==> src/verilog/sed_consts.svh <==
/* Sizing constants for the parity-protected queue.
   Included by the package, the RTL and the testbench so every width stays in step. */

`ifndef SED_CONSTS_SVH
`define SED_CONSTS_SVH

// ----------------------------------------
// Message and code geometry
// ----------------------------------------

// Message bits per word
`define SED_DATA_WIDTH 16

// Single even-parity bit on top of the message
`define SED_PARITY_WIDTH 1

// Full codeword, parity in the MSBs
`define SED_CODEWORD_WIDTH (`SED_DATA_WIDTH + `SED_PARITY_WIDTH)

// ----------------------------------------
// Storage and status
// ----------------------------------------

// Eight entries in the buffer
`define SED_FIFO_DEPTH_LOG2 3
`define SED_FIFO_DEPTH (1 << `SED_FIFO_DEPTH_LOG2)

// Saturating error counter, tops out at 255
`define SED_ERR_COUNT_WIDTH 8

`endif

==> src/verilog/sed_pkg.sv <==
/* Shared types for the parity-protected queue, sized from the constants header.
   Modules name these types with sed_pkg:: in ports and import the package in the body. */

`default_nettype none

`include "sed_consts.svh"

package sed_pkg;

  // ----------------------------------------
  // Payload types
  // ----------------------------------------

  // One message as pushed by the user
  typedef logic [`SED_DATA_WIDTH-1:0] data_t;

  // Stored form: {parity, message}
  typedef logic [`SED_CODEWORD_WIDTH-1:0] codeword_t;

  // ----------------------------------------
  // Status types
  // ----------------------------------------

  // Occupancy 0..8, one bit wider than the pointers
  typedef logic [`SED_FIFO_DEPTH_LOG2:0] level_t;

  // Count of words that failed the parity check
  typedef logic [`SED_ERR_COUNT_WIDTH-1:0] err_count_t;

endpackage

`default_nettype wire

==> src/verilog/delay_valid.sv <==
/* Zero- or one-stage pipeline for a valid bit plus payload.
   Used for the optional input and output registers of the encoder and decoder. */

`timescale 1ns/100ps
`default_nettype none

module delay_valid #(
  parameter int Width     = 1,
  // Only 0 or 1 is supported
  parameter int NumStages = 0
) (
  input  logic             clk,
  input  logic             rst,
  input  logic             in_valid,
  input  logic [Width-1:0] in,
  output logic             out_valid,
  output logic [Width-1:0] out
);

  generate
    if (NumStages == 0) begin : g_bypass

      // Straight through, no added latency
      assign out_valid = in_valid;
      assign out       = in;

    end else begin : g_stage

      logic             valid_q;
      logic [Width-1:0] data_q;

      // Valid is control state and clears on reset
      always_ff @(posedge clk) begin
        if (rst) begin
          valid_q <= 1'b0;
        end else begin
          valid_q <= in_valid;
        end
      end

      // Payload only loads alongside a valid beat
      always_ff @(posedge clk) begin
        if (in_valid) begin
          data_q <= in;
        end
      end

      assign out_valid = valid_q;
      assign out       = data_q;

    end
  endgenerate

endmodule

`default_nettype wire

==> src/verilog/ecc_sed_decoder.sv <==
/* Even-parity checker: returns the message uncorrected, an error flag and a
   saturating count of failed words. Latency is RegisterInputs + RegisterOutputs. */

`timescale 1ns/100ps
`default_nettype none

`include "sed_consts.svh"

module ecc_sed_decoder #(
  // Register the codeword before the parity check
  parameter bit RegisterInputs  = 0,
  // Register message and error flag
  parameter bit RegisterOutputs = 0
) (
  input  logic                clk,
  input  logic                rst,
  input  logic                cw_valid,
  input  sed_pkg::codeword_t  cw,
  output logic                dec_valid,
  output sed_pkg::data_t      dec_data,
  output logic                dec_error,
  output sed_pkg::err_count_t err_count
);

  import sed_pkg::*;

  logic      cw_valid_d;
  codeword_t cw_d;
  logic      syndrome;
  data_t     message;

  // ----------------------------------------
  // Input stage
  // ----------------------------------------
  delay_valid #(
    .Width     (`SED_CODEWORD_WIDTH),
    .NumStages (RegisterInputs ? 1 : 0)
  ) u_delay_in (
    .clk       (clk),
    .rst       (rst),
    .in_valid  (cw_valid),
    .in        (cw),
    .out_valid (cw_valid_d),
    .out       (cw_d)
  );

  // ----------------------------------------
  // Parity check
  // ----------------------------------------

  // Odd number of ones anywhere in the codeword
  assign syndrome = ^cw_d;
  // No correction, message slice goes out as stored
  assign message  = cw_d[`SED_DATA_WIDTH-1:0];

  // Flag rides in the MSB next to the message
  delay_valid #(
    .Width     (`SED_DATA_WIDTH + 1),
    .NumStages (RegisterOutputs ? 1 : 0)
  ) u_delay_out (
    .clk       (clk),
    .rst       (rst),
    .in_valid  (cw_valid_d),
    .in        ({syndrome, message}),
    .out_valid (dec_valid),
    .out       ({dec_error, dec_data})
  );

  // ----------------------------------------
  // Error counter
  // ----------------------------------------

  // Sticks at all ones
  always_ff @(posedge clk) begin
    if (rst) begin
      err_count <= '0;
    end else if (dec_valid && dec_error && (err_count != '1)) begin
      err_count <= err_count + 1'b1;
    end
  end

endmodule

`default_nettype wire

==> src/verilog/ecc_sed_encoder.sv <==
/* Even-parity single-error-detecting encoder producing {parity, message}.
   Latency is RegisterInputs + RegisterOutputs cycles. */

`timescale 1ns/100ps
`default_nettype none

`include "sed_consts.svh"

module ecc_sed_encoder #(
  // Register the incoming word before the parity tree
  parameter bit RegisterInputs  = 0,
  // Register the finished codeword
  parameter bit RegisterOutputs = 0
) (
  input  logic               clk,
  input  logic               rst,
  input  logic               data_valid,
  input  sed_pkg::data_t     data,
  output logic               enc_valid,
  output sed_pkg::codeword_t enc_codeword
);

  import sed_pkg::*;

  logic      data_valid_d;
  data_t     data_d;
  logic      parity;
  codeword_t codeword;

  // ----------------------------------------
  // Input stage
  // ----------------------------------------
  delay_valid #(
    .Width     (`SED_DATA_WIDTH),
    .NumStages (RegisterInputs ? 1 : 0)
  ) u_delay_in (
    .clk       (clk),
    .rst       (rst),
    .in_valid  (data_valid),
    .in        (data),
    .out_valid (data_valid_d),
    .out       (data_d)
  );

  // ----------------------------------------
  // Parity generation
  // ----------------------------------------

  // XOR of the message makes the total count of ones even
  assign parity   = ^data_d;
  // Systematic form, parity above the message bits
  assign codeword = {parity, data_d};

  // ----------------------------------------
  // Output stage
  // ----------------------------------------
  delay_valid #(
    .Width     (`SED_CODEWORD_WIDTH),
    .NumStages (RegisterOutputs ? 1 : 0)
  ) u_delay_out (
    .clk       (clk),
    .rst       (rst),
    .in_valid  (data_valid_d),
    .in        (codeword),
    .out_valid (enc_valid),
    .out       (enc_codeword)
  );

endmodule

`default_nettype wire

==> src/verilog/sed_fifo_buffer.sv <==
/* Eight-entry circular codeword queue driven by push and pop strobes.
   Reports dropped pushes and empty pops, and XORs a fault mask onto the read path. */

`timescale 1ns/100ps
`default_nettype none

`include "sed_consts.svh"

module sed_fifo_buffer (
  input  logic               clk,
  input  logic               rst,
  input  logic               wr_valid,
  input  sed_pkg::codeword_t wr_codeword,
  input  logic               pop,
  input  sed_pkg::codeword_t inject_mask,
  output logic               rd_valid,
  output sed_pkg::codeword_t rd_codeword,
  output sed_pkg::level_t    level,
  output logic               overflow,
  output logic               underflow
);

  import sed_pkg::*;

  // Storage array, contents are don't-care after reset
  codeword_t mem [`SED_FIFO_DEPTH];

  logic [`SED_FIFO_DEPTH_LOG2-1:0] wr_ptr;
  logic [`SED_FIFO_DEPTH_LOG2-1:0] rd_ptr;

  logic full;
  logic empty;
  logic wr_accept;
  logic rd_accept;

  // ----------------------------------------
  // Full / empty decisions
  // ----------------------------------------

  // Judged on the level as it stands this cycle
  assign full  = (level == level_t'(`SED_FIFO_DEPTH));
  assign empty = (level == '0);

  // A pop at full frees a slot for the write in the same cycle
  assign wr_accept = wr_valid && (!full || pop);
  assign rd_accept = pop && !empty;

  // ----------------------------------------
  // Pointers, level and status strobes
  // ----------------------------------------
  always_ff @(posedge clk) begin
    if (rst) begin
      wr_ptr    <= '0;
      rd_ptr    <= '0;
      level     <= '0;
      rd_valid  <= 1'b0;
      overflow  <= 1'b0;
      underflow <= 1'b0;
    end else begin
      // Pointers wrap on their own, depth is a power of two
      if (wr_accept) begin
        wr_ptr <= wr_ptr + 1'b1;
      end
      if (rd_accept) begin
        rd_ptr <= rd_ptr + 1'b1;
      end
      // Net change of occupancy
      if (wr_accept && !rd_accept) begin
        level <= level + 1'b1;
      end else if (rd_accept && !wr_accept) begin
        level <= level - 1'b1;
      end
      rd_valid  <= rd_accept;
      // Pulse one cycle after the offending strobe
      overflow  <= wr_valid && !wr_accept;
      underflow <= pop && empty;
    end
  end

  // ----------------------------------------
  // Storage write and faulty read path
  // ----------------------------------------
  always_ff @(posedge clk) begin
    if (wr_accept) begin
      mem[wr_ptr] <= wr_codeword;
    end
  end

  // Old entry is read even when written at the same address at full
  always_ff @(posedge clk) begin
    if (rd_accept) begin
      rd_codeword <= mem[rd_ptr] ^ inject_mask;
    end
  end

endmodule

`default_nettype wire

==> src/verilog/sed_protected_fifo.sv <==
/* Top level of the parity-protected queue: encoder, buffer and decoder in a row.
   Push reaches storage after two cycles, a pop shows up at the output after two. */

`timescale 1ns/100ps
`default_nettype none

`include "sed_consts.svh"

module sed_protected_fifo (
  input  logic                              clk,
  input  logic                              rst,
  // Write side
  input  logic                              push,
  input  logic [`SED_DATA_WIDTH-1:0]        push_data,
  // Read side
  input  logic                              pop,
  input  logic [`SED_CODEWORD_WIDTH-1:0]    inject_mask,
  output logic                              dec_valid,
  output logic [`SED_DATA_WIDTH-1:0]        dec_data,
  output logic                              dec_error,
  // Status
  output logic [`SED_ERR_COUNT_WIDTH-1:0]   err_count,
  output logic                              overflow,
  output logic                              underflow,
  output logic [`SED_FIFO_DEPTH_LOG2:0]     level
);

  import sed_pkg::*;

  logic      enc_valid;
  codeword_t enc_codeword;
  logic      rd_valid;
  codeword_t rd_codeword;

  // ----------------------------------------
  // Encode, two register stages
  // ----------------------------------------
  ecc_sed_encoder #(
    .RegisterInputs  (1'b1),
    .RegisterOutputs (1'b1)
  ) u_encoder (
    .clk          (clk),
    .rst          (rst),
    .data_valid   (push),
    .data         (push_data),
    .enc_valid    (enc_valid),
    .enc_codeword (enc_codeword)
  );

  // ----------------------------------------
  // Storage with fault injection on read
  // ----------------------------------------
  sed_fifo_buffer u_buffer (
    .clk         (clk),
    .rst         (rst),
    .wr_valid    (enc_valid),
    .wr_codeword (enc_codeword),
    .pop         (pop),
    .inject_mask (inject_mask),
    .rd_valid    (rd_valid),
    .rd_codeword (rd_codeword),
    .level       (level),
    .overflow    (overflow),
    .underflow   (underflow)
  );

  // ----------------------------------------
  // Check, registered outputs only
  // ----------------------------------------
  ecc_sed_decoder #(
    .RegisterInputs  (1'b0),
    .RegisterOutputs (1'b1)
  ) u_decoder (
    .clk       (clk),
    .rst       (rst),
    .cw_valid  (rd_valid),
    .cw        (rd_codeword),
    .dec_valid (dec_valid),
    .dec_data  (dec_data),
    .dec_error (dec_error),
    .err_count (err_count)
  );

endmodule

`default_nettype wire
==> config.mk <==
export PLATFORM = sky130hd
export DESIGN_NAME = sed_protected_fifo
export DESIGN_NICKNAME = d
export VERILOG_FILES = /design/src/verilog/sed_pkg.sv /design/src/verilog/delay_valid.sv /design/src/verilog/ecc_sed_decoder.sv /design/src/verilog/ecc_sed_encoder.sv /design/src/verilog/sed_fifo_buffer.sv /design/src/verilog/sed_protected_fifo.sv
export VERILOG_INCLUDE_DIRS = /design/src /design/src/verilog
export SDC_FILE = /design/constraint.sdc
export NUM_CORES = 1
export LEC_CHECK = 0
export BUFFER_PORTS_ARGS = -buffer_cell sky130_fd_sc_hd__buf_2
export CORE_MARGIN = 4
export CORE_UTILIZATION = 59
export CTS_CLUSTER_SIZE = 14
export DETAILED_ROUTE_END_ITERATION = 12
export PLACE_DENSITY = 0.84
export SLEW_MARGIN = 10
export SYNTH_ARGS = -nofsm -noshare
export SYNTH_HDL_FRONTEND = slang
export SYNTH_SLANG_ARGS = --single-unit
==> constraint.sdc <==
create_clock -name clk -period 3.6 [get_ports clk]
set_clock_uncertainty 0.15 [all_clocks]
set_input_delay 0.72 -clock clk [delete_from_list [all_inputs] [get_ports clk]]
set_output_delay 0.72 -clock clk [all_outputs]
set_load 0.01 [all_outputs]
; Word-level counts from Yosys, hierarchy flattened
; Memory sizes are Yosys's and may differ from the RTL's. A register that Yosys moved wholly into a read port is not among the register bits.
; Index checks and enable logic that the tools add are counted.
[totals]
mem_bits_rw = 136
word_cells = 46
out_inout_bits = 32
input_bits = 37
ff_bits = 91
mem_count = 1
[op_classes]
addsub = 5
bitwise_logic = 1
mux = 6
eq_ne = 2
reduce_logical = 17
[memory_table]
columns = memory, depth, width, rd, rd_ports_with_merged_regs, wr, line_no
row1 = u_buffer.mem, 8, 17, 1, 1, 1, sed_fifo_buffer.sv:26  ; codeword_t mem [`SED_FIFO_DEPTH];
[ops]
columns = op, n
row1 = parity 17 bit, 1
row2 = XOR 17 bit, 1
row3 = parity 16 bit, 1
row4 = "adder 8 x 1 -> 8 bit, second input constant", 1
row5 = logical AND 1 bit, 8
row6 = two-way mux 4 bit, 2
row7 = "inequality test 8 bit, second input constant", 1
row8 = "adder 3 x 1 -> 3 bit, second input constant", 2
row9 = two-way mux 3 bit, 2
row10 = "adder 4 x 1 -> 4 bit, second input constant", 1
row11 = "equality test 4 bit, second input constant", 1
row12 = zero test 1 bit, 4
row13 = zero test 4 bit, 1
row14 = "subtractor 4 x 1 -> 4 bit, second input constant", 1
row15 = two-way mux 1 bit, 2
row16 = nonzero test 2 bit, 1
row17 = logical OR 1 bit, 1

; Depth between registers and ports, before layout
[depth]
depth_word = 8
depth_mapped = 12

; Cells and area by module
; Synthesis repeated with hierarchy kept, for this count alone.
[unflattened]
hier_cells = 514
area_unflattened_um2 = 9182.6
[modules_own_cells]
columns = module, area_per_inst_um2, n_inst, cells_each
row1 = sed_fifo_buffer, 6721.4, 1, 369
row2 = delay_valid (u_decoder.u_delay_out ...), 544.3, 2, 19
row3 = ecc_sed_decoder, 591.8, 1, 56
row4 = delay_valid (u_encoder.u_delay_in), 514.2, 1, 18
row5 = delay_valid (u_decoder.u_delay_in), 135.1, 1, 18
row6 = ecc_sed_encoder, 131.4, 1, 15

; Least setup slack after synthesis
; OpenSTA, ideal clock, no wires.
[synth_path]
kind = input to register
from = input pop
to = memory u_buffer.mem[0][0] in the netlist's numbering (enable)
arrival_ps = 2624
t_required_ps = 3015
slack_ps = 391
setup_time_ps = 435
path_stages = 4
path_cell_list = inv_1 -> nand3_1 -> nand2_1 -> nor4_1
[synth_between]
elab_chain_len = 4
[synth_rtl]
columns = item, line_no
row1 = start: declaration, sed_protected_fifo.sv:16  ; input logic pop,
row2 = logical OR 1 bit, sed_fifo_buffer.sv:45  ; assign wr_accept = wr_valid && (!full || pop);
row3 = logical AND 1 bit, sed_fifo_buffer.sv:45
row4 = two-way mux 1 bit, sed_fifo_buffer.sv:84  ; if (wr_accept) begin
row5 = two-way mux 1 bit (implied by the code), sed_fifo_buffer.sv:85  ; mem[wr_ptr] <= wr_codeword;
row6 = end: declaration, sed_fifo_buffer.sv:26
; No other way between the ends.

; Worst setup path after layout
[layout_path]
from = register u_buffer.level[0]
to = register u_buffer.level[3]
[layout_between]
elab_chain_len = 7
[layout_rtl]
columns = item, line_no
row1 = start: declaration, sed_fifo_buffer.sv:18  ; output sed_pkg::level_t level,
row2 = start signal: assignment, sed_fifo_buffer.sv:69  ; level <= level + 1'b1;
row3 = start signal: assignment, sed_fifo_buffer.sv:71  ; level <= level - 1'b1;
row4 = equality test 4 bit *, sed_fifo_buffer.sv:41  ; assign full = (level == level_t'(`SED_FIFO_DEPTH));
row5 = zero test 1 bit *, sed_fifo_buffer.sv:45
row6 = logical OR 1 bit *, sed_fifo_buffer.sv:45
row7 = logical AND 1 bit *, sed_fifo_buffer.sv:45
row8 = named net u_buffer.wr_accept, sed_fifo_buffer.sv:33  ; logic wr_accept;
row9 = zero test 1 bit, sed_fifo_buffer.sv:70  ; end else if (rd_accept && !wr_accept) begin
row10 = logical AND 1 bit, sed_fifo_buffer.sv:70
row11 = nonzero test 2 bit (no line), n/a
; The timed path passes the listed nets; every way through them passes the cells marked *. The select of a mux whose other input is x is not followed.
; A chain may end at the register's enable or synchronous reset.

==> results.md <==
* Result of the run: finished clean
* Number of placed I/O pins at 69
* Core area at 0.01448 mm²
* Transition time at the pin with the least slew margin at 1.115 ns
* Depth of the most critical reg-to-reg path at 12
* Area of the die at 0.01677 mm²
* Number of search-and-repair iterations in the first detailed-routing pass at 5
* Average cell area after synthesis at 19.75 µm²
* Setup Fix Bufs, Post-CTS at 0
* CTS sink count at 230
* Remaining global-route overflow at 0
* Worst hold path cell count at 1
* Synthesis-to-finish area growth at 15.03%
* Highest clock rate at 334.9 MHz
* Post-Route Utilization at 0.6919
* Min Hold Slack at 0.2461 ns
* R2r startpoint: u_buffer.level[0]
* Max-slew headroom at 0.2559
* Most common flop cell mapped by yosys: sky130_fd_sc_hd__edfxtp_1
* Critical path data required time at 3.87 ns
* Count of port buffers added during placement at 68
* Number of standard cells in the final layout excluding fillers at 732
* Endpoint type of the worst setup path: register
* Row count at 44
* Placer Congestion at 0.8531
* Number of vias after detailed routing at 4226
* Final worst-path cycle share at 0.8295
* Count of routing violations after the opening detailed-route iteration at 267
* Post-DP Area at 0.009301 mm²
* Post-Route WL at 15500 µm
* Fill cell total of the finished layout at 867
* Total CTS buffers at 23
* Unique cell type count in the Yosys netlist at 34
* Sequential element share of the synthesized area at 0.7620
* Register-to-register setup slack at 0.61 ns
* Clock tree root buffer cell: sky130_fd_sc_hd__clkbuf_16
* Die X at 129.5 µm
* Setup repair after global routing missed its margin: no
* Final Hold Viols at 0
* Clock transition at path regs at 0.06 ns
* Ratio of cells with drive above 1 in the final layout at 0.2828
* Worst endpoint data arrival time at 3.26 ns
* Type of the worst setup path: reg -> reg
* Vertical die dimension at 129.5 µm
* Synthesis Warnings at 0
* Netlist area before placement at 0.008710 mm²
* Final setup violation count at 0
* Antenna diode instance count at 0
* Power density over the cells at 713.1 mW/mm²
* Critical Path Start Type: register
* CTS Hold Buffers Added at 0
* Most used cells in the layout excluding fill and tap cells: sky130_fd_sc_hd__edfxtp_1 (203), sky130_fd_sc_hd__buf_2 (68), sky130_fd_sc_hd__xnor2_1 (50), sky130_fd_sc_hd__mux4_2 (31), sky130_fd_sc_hd__dfxtp_1 (26)
* Peak fanout along the critical path at 6
* Largest net degree at the start of global routing at 25
* Routed len/inst at 21.17 µm
* Via/cell ratio at 5.773
* Clock period minus worst slack at 2.986 ns
* Leading cell type in the layout, fill and taps excluded: sky130_fd_sc_hd__edfxtp_1
* Post-cts repair resize count at 0
* Antenna violations before repair at 0
* Total Neg Setup Slack at 0 ns
* Number of register bits inferred by synthesis at 230
* Worst IR Drop VDD at 0.0003344 V
* Type of the worst min-delay path: in -> reg
* Nets at 578
* Cell count after placement at 693
* Fin. max-slew vios at 0
* Estimated wirelength of the detail-placed design at 9498 µm
* CTS tree: done
* Clock insertion delay at the later pin of the skew report at 0.49 ns
* Post-synthesis async set-or-reset flop share at 0
* H-tree depth at 1
* Lkg Pwr at 0.003364 µW
* Global-route wire length before repair at 24060 µm
* Start point of the worst min-delay path: push_data[4]
* Endpoint of the lowest-slack register-to-register path: u_buffer.level[3]
* Nets in the synthesized netlist at 485
* Number of routed nets with antenna violations at 0
* Number of max-capacitance violations reported at 0
* Number of synthesized flops with an enable pin at 203
* Area of all placed cells without fillers at 0.01002 mm²
* DR DRC count at 0
* Initial core utilization at 0.6015
* Number of standard cells after synthesis at 441
* Global routing usage summed across all routing layers at 0.1898
* Max Root-Sink Buffers at 3
* Vias in the first global route at 4381
* End of the worst hold path: u_encoder.u_delay_in.out[4]
critical path: stages, from the launching register on:
cell and delay [ns]:
sky130_fd_sc_hd__dfxtp_1 0.38, sky130_fd_sc_hd__nor3_1 0.29, sky130_fd_sc_hd__nand3_1 0.17, sky130_fd_sc_hd__nand2_1 0.25, sky130_fd_sc_hd__inv_1 0.16, sky130_fd_sc_hd__ha_1 0.23
sky130_fd_sc_hd__inv_1 0.12, sky130_fd_sc_hd__ha_1 0.24, sky130_fd_sc_hd__a21o_1 0.18, sky130_fd_sc_hd__a21oi_1 0.19, sky130_fd_sc_hd__xnor2_1 0.10, sky130_fd_sc_hd__or3_1 0.30
sky130_fd_sc_hd__a21oi_1 0.14
report_power, final:
part	internal [µW]	leakage [µW]	switching (µW)
combinational	744	0.000930	658
clock	1330	0.000357	929
sequential	3250	0.00208	234
worst max-delay path by stage:
stage / from / to / slack, ns / cells after the start
after floorplan: pop / u_buffer.mem[0][0] / 0.39 / 4
final: u_buffer.level[0] / u_buffer.level[3] / 0.61 / 12
after CTS: u_buffer.level[0] / u_buffer.level[3] / 0.63 / 12
after global routing: u_buffer.level[0] / u_buffer.level[3] / 0.42 / 12
after global placement: pop / u_buffer.level[3] / 0.60 / 13
after detailed placement: pop / u_buffer.level[3] / 0.45 / 13
cells by family (layout without fill, tap and decap cells):
group,count (synthesis),after routing,share of synthesized area
compound gates,12,12,0.008189
simple gates,62,62,0.03448
xor+xnor,59,59,0.05933
buf+inv,18,125,0.01408
fa+ha+maj,7,7,0.01092
flops,230,230,0.7620
mux,53,53,0.1110
flip-flops by register name, summed over array words and instances (netlist names), named ones only:
register and count:
u_buffer.wr_ptr 3, u_decoder.u_delay_out.out_valid 1, u_buffer.rd_valid 1, u_encoder.u_delay_out.out 17
u_decoder.err_count 8, u_encoder.u_delay_out.out_valid 1, u_encoder.u_delay_in.out_valid 1, u_buffer.rd_ptr 3
u_buffer.mem 136, u_decoder.u_delay_out.out 17, u_buffer.level 4, u_buffer.rd_codeword 17
u_buffer.overflow 1, u_buffer.underflow 1, u_encoder.u_delay_in.out 16
cells in the mapped netlist, types with 6 or more instances:
| cell | n | area (µm²) |
|---|---|---|
| sky130_fd_sc_hd__nand2_1 | 13 | 48.80 |
| sky130_fd_sc_hd__xor2_1 | 9 | 78.83 |
| sky130_fd_sc_hd__mux4_2 | 31 | 698.2 |
| sky130_fd_sc_hd__ha_1 | 6 | 75.07 |
| sky130_fd_sc_hd__dfxtp_1 | 27 | 540.5 |
| sky130_fd_sc_hd__nor3_1 | 7 | 35.03 |
| sky130_fd_sc_hd__edfxtp_1 | 203 | 6096 |
| sky130_fd_sc_hd__xnor2_1 | 50 | 437.9 |
| sky130_fd_sc_hd__nor2_1 | 20 | 75.07 |
| sky130_fd_sc_hd__mux2i_1 | 19 | 190.2 |
metal layers:
| metal | share of wire | track usage | up-vias | wire [µm] |
|---|---|---|---|---|
| li1 | - | - | 1898 | - |
| met4 | 0.026 | 0.06601 | 0 | 405 |
| met2 | 0.49 | 0.3210 | 197 | 7659 |
| met1 | 0.39 | 0.2454 | 2097 | 6052 |
| met5 | 0 | 0 | - | 0 |
| met3 | 0.089 | 0.04411 | 34 | 1379 |
layout make-up:
class                      count  area (µm²)  share of cell area
multi-input combinational    193        1977              0.1973
clock inverter                14       123.9             0.01236
timing repair buffer          81       437.9             0.04371
inverter                       5       18.77            0.001873
clock buffer                  25       593.1             0.05920
sequential                   230        6638              0.6625
tap                          184       230.2             0.02298
metrics by stage:
step,worst slack (ns),power (µW)
after floorplan,0.3913,4629
after detailed placement,0.4546,4940
final,0.6138,7144
after CTS,0.6314,7216
after global placement,0.6047,4844
after global routing,0.4189,7469
Note: power is estimated with default switching activity, not from simulation.
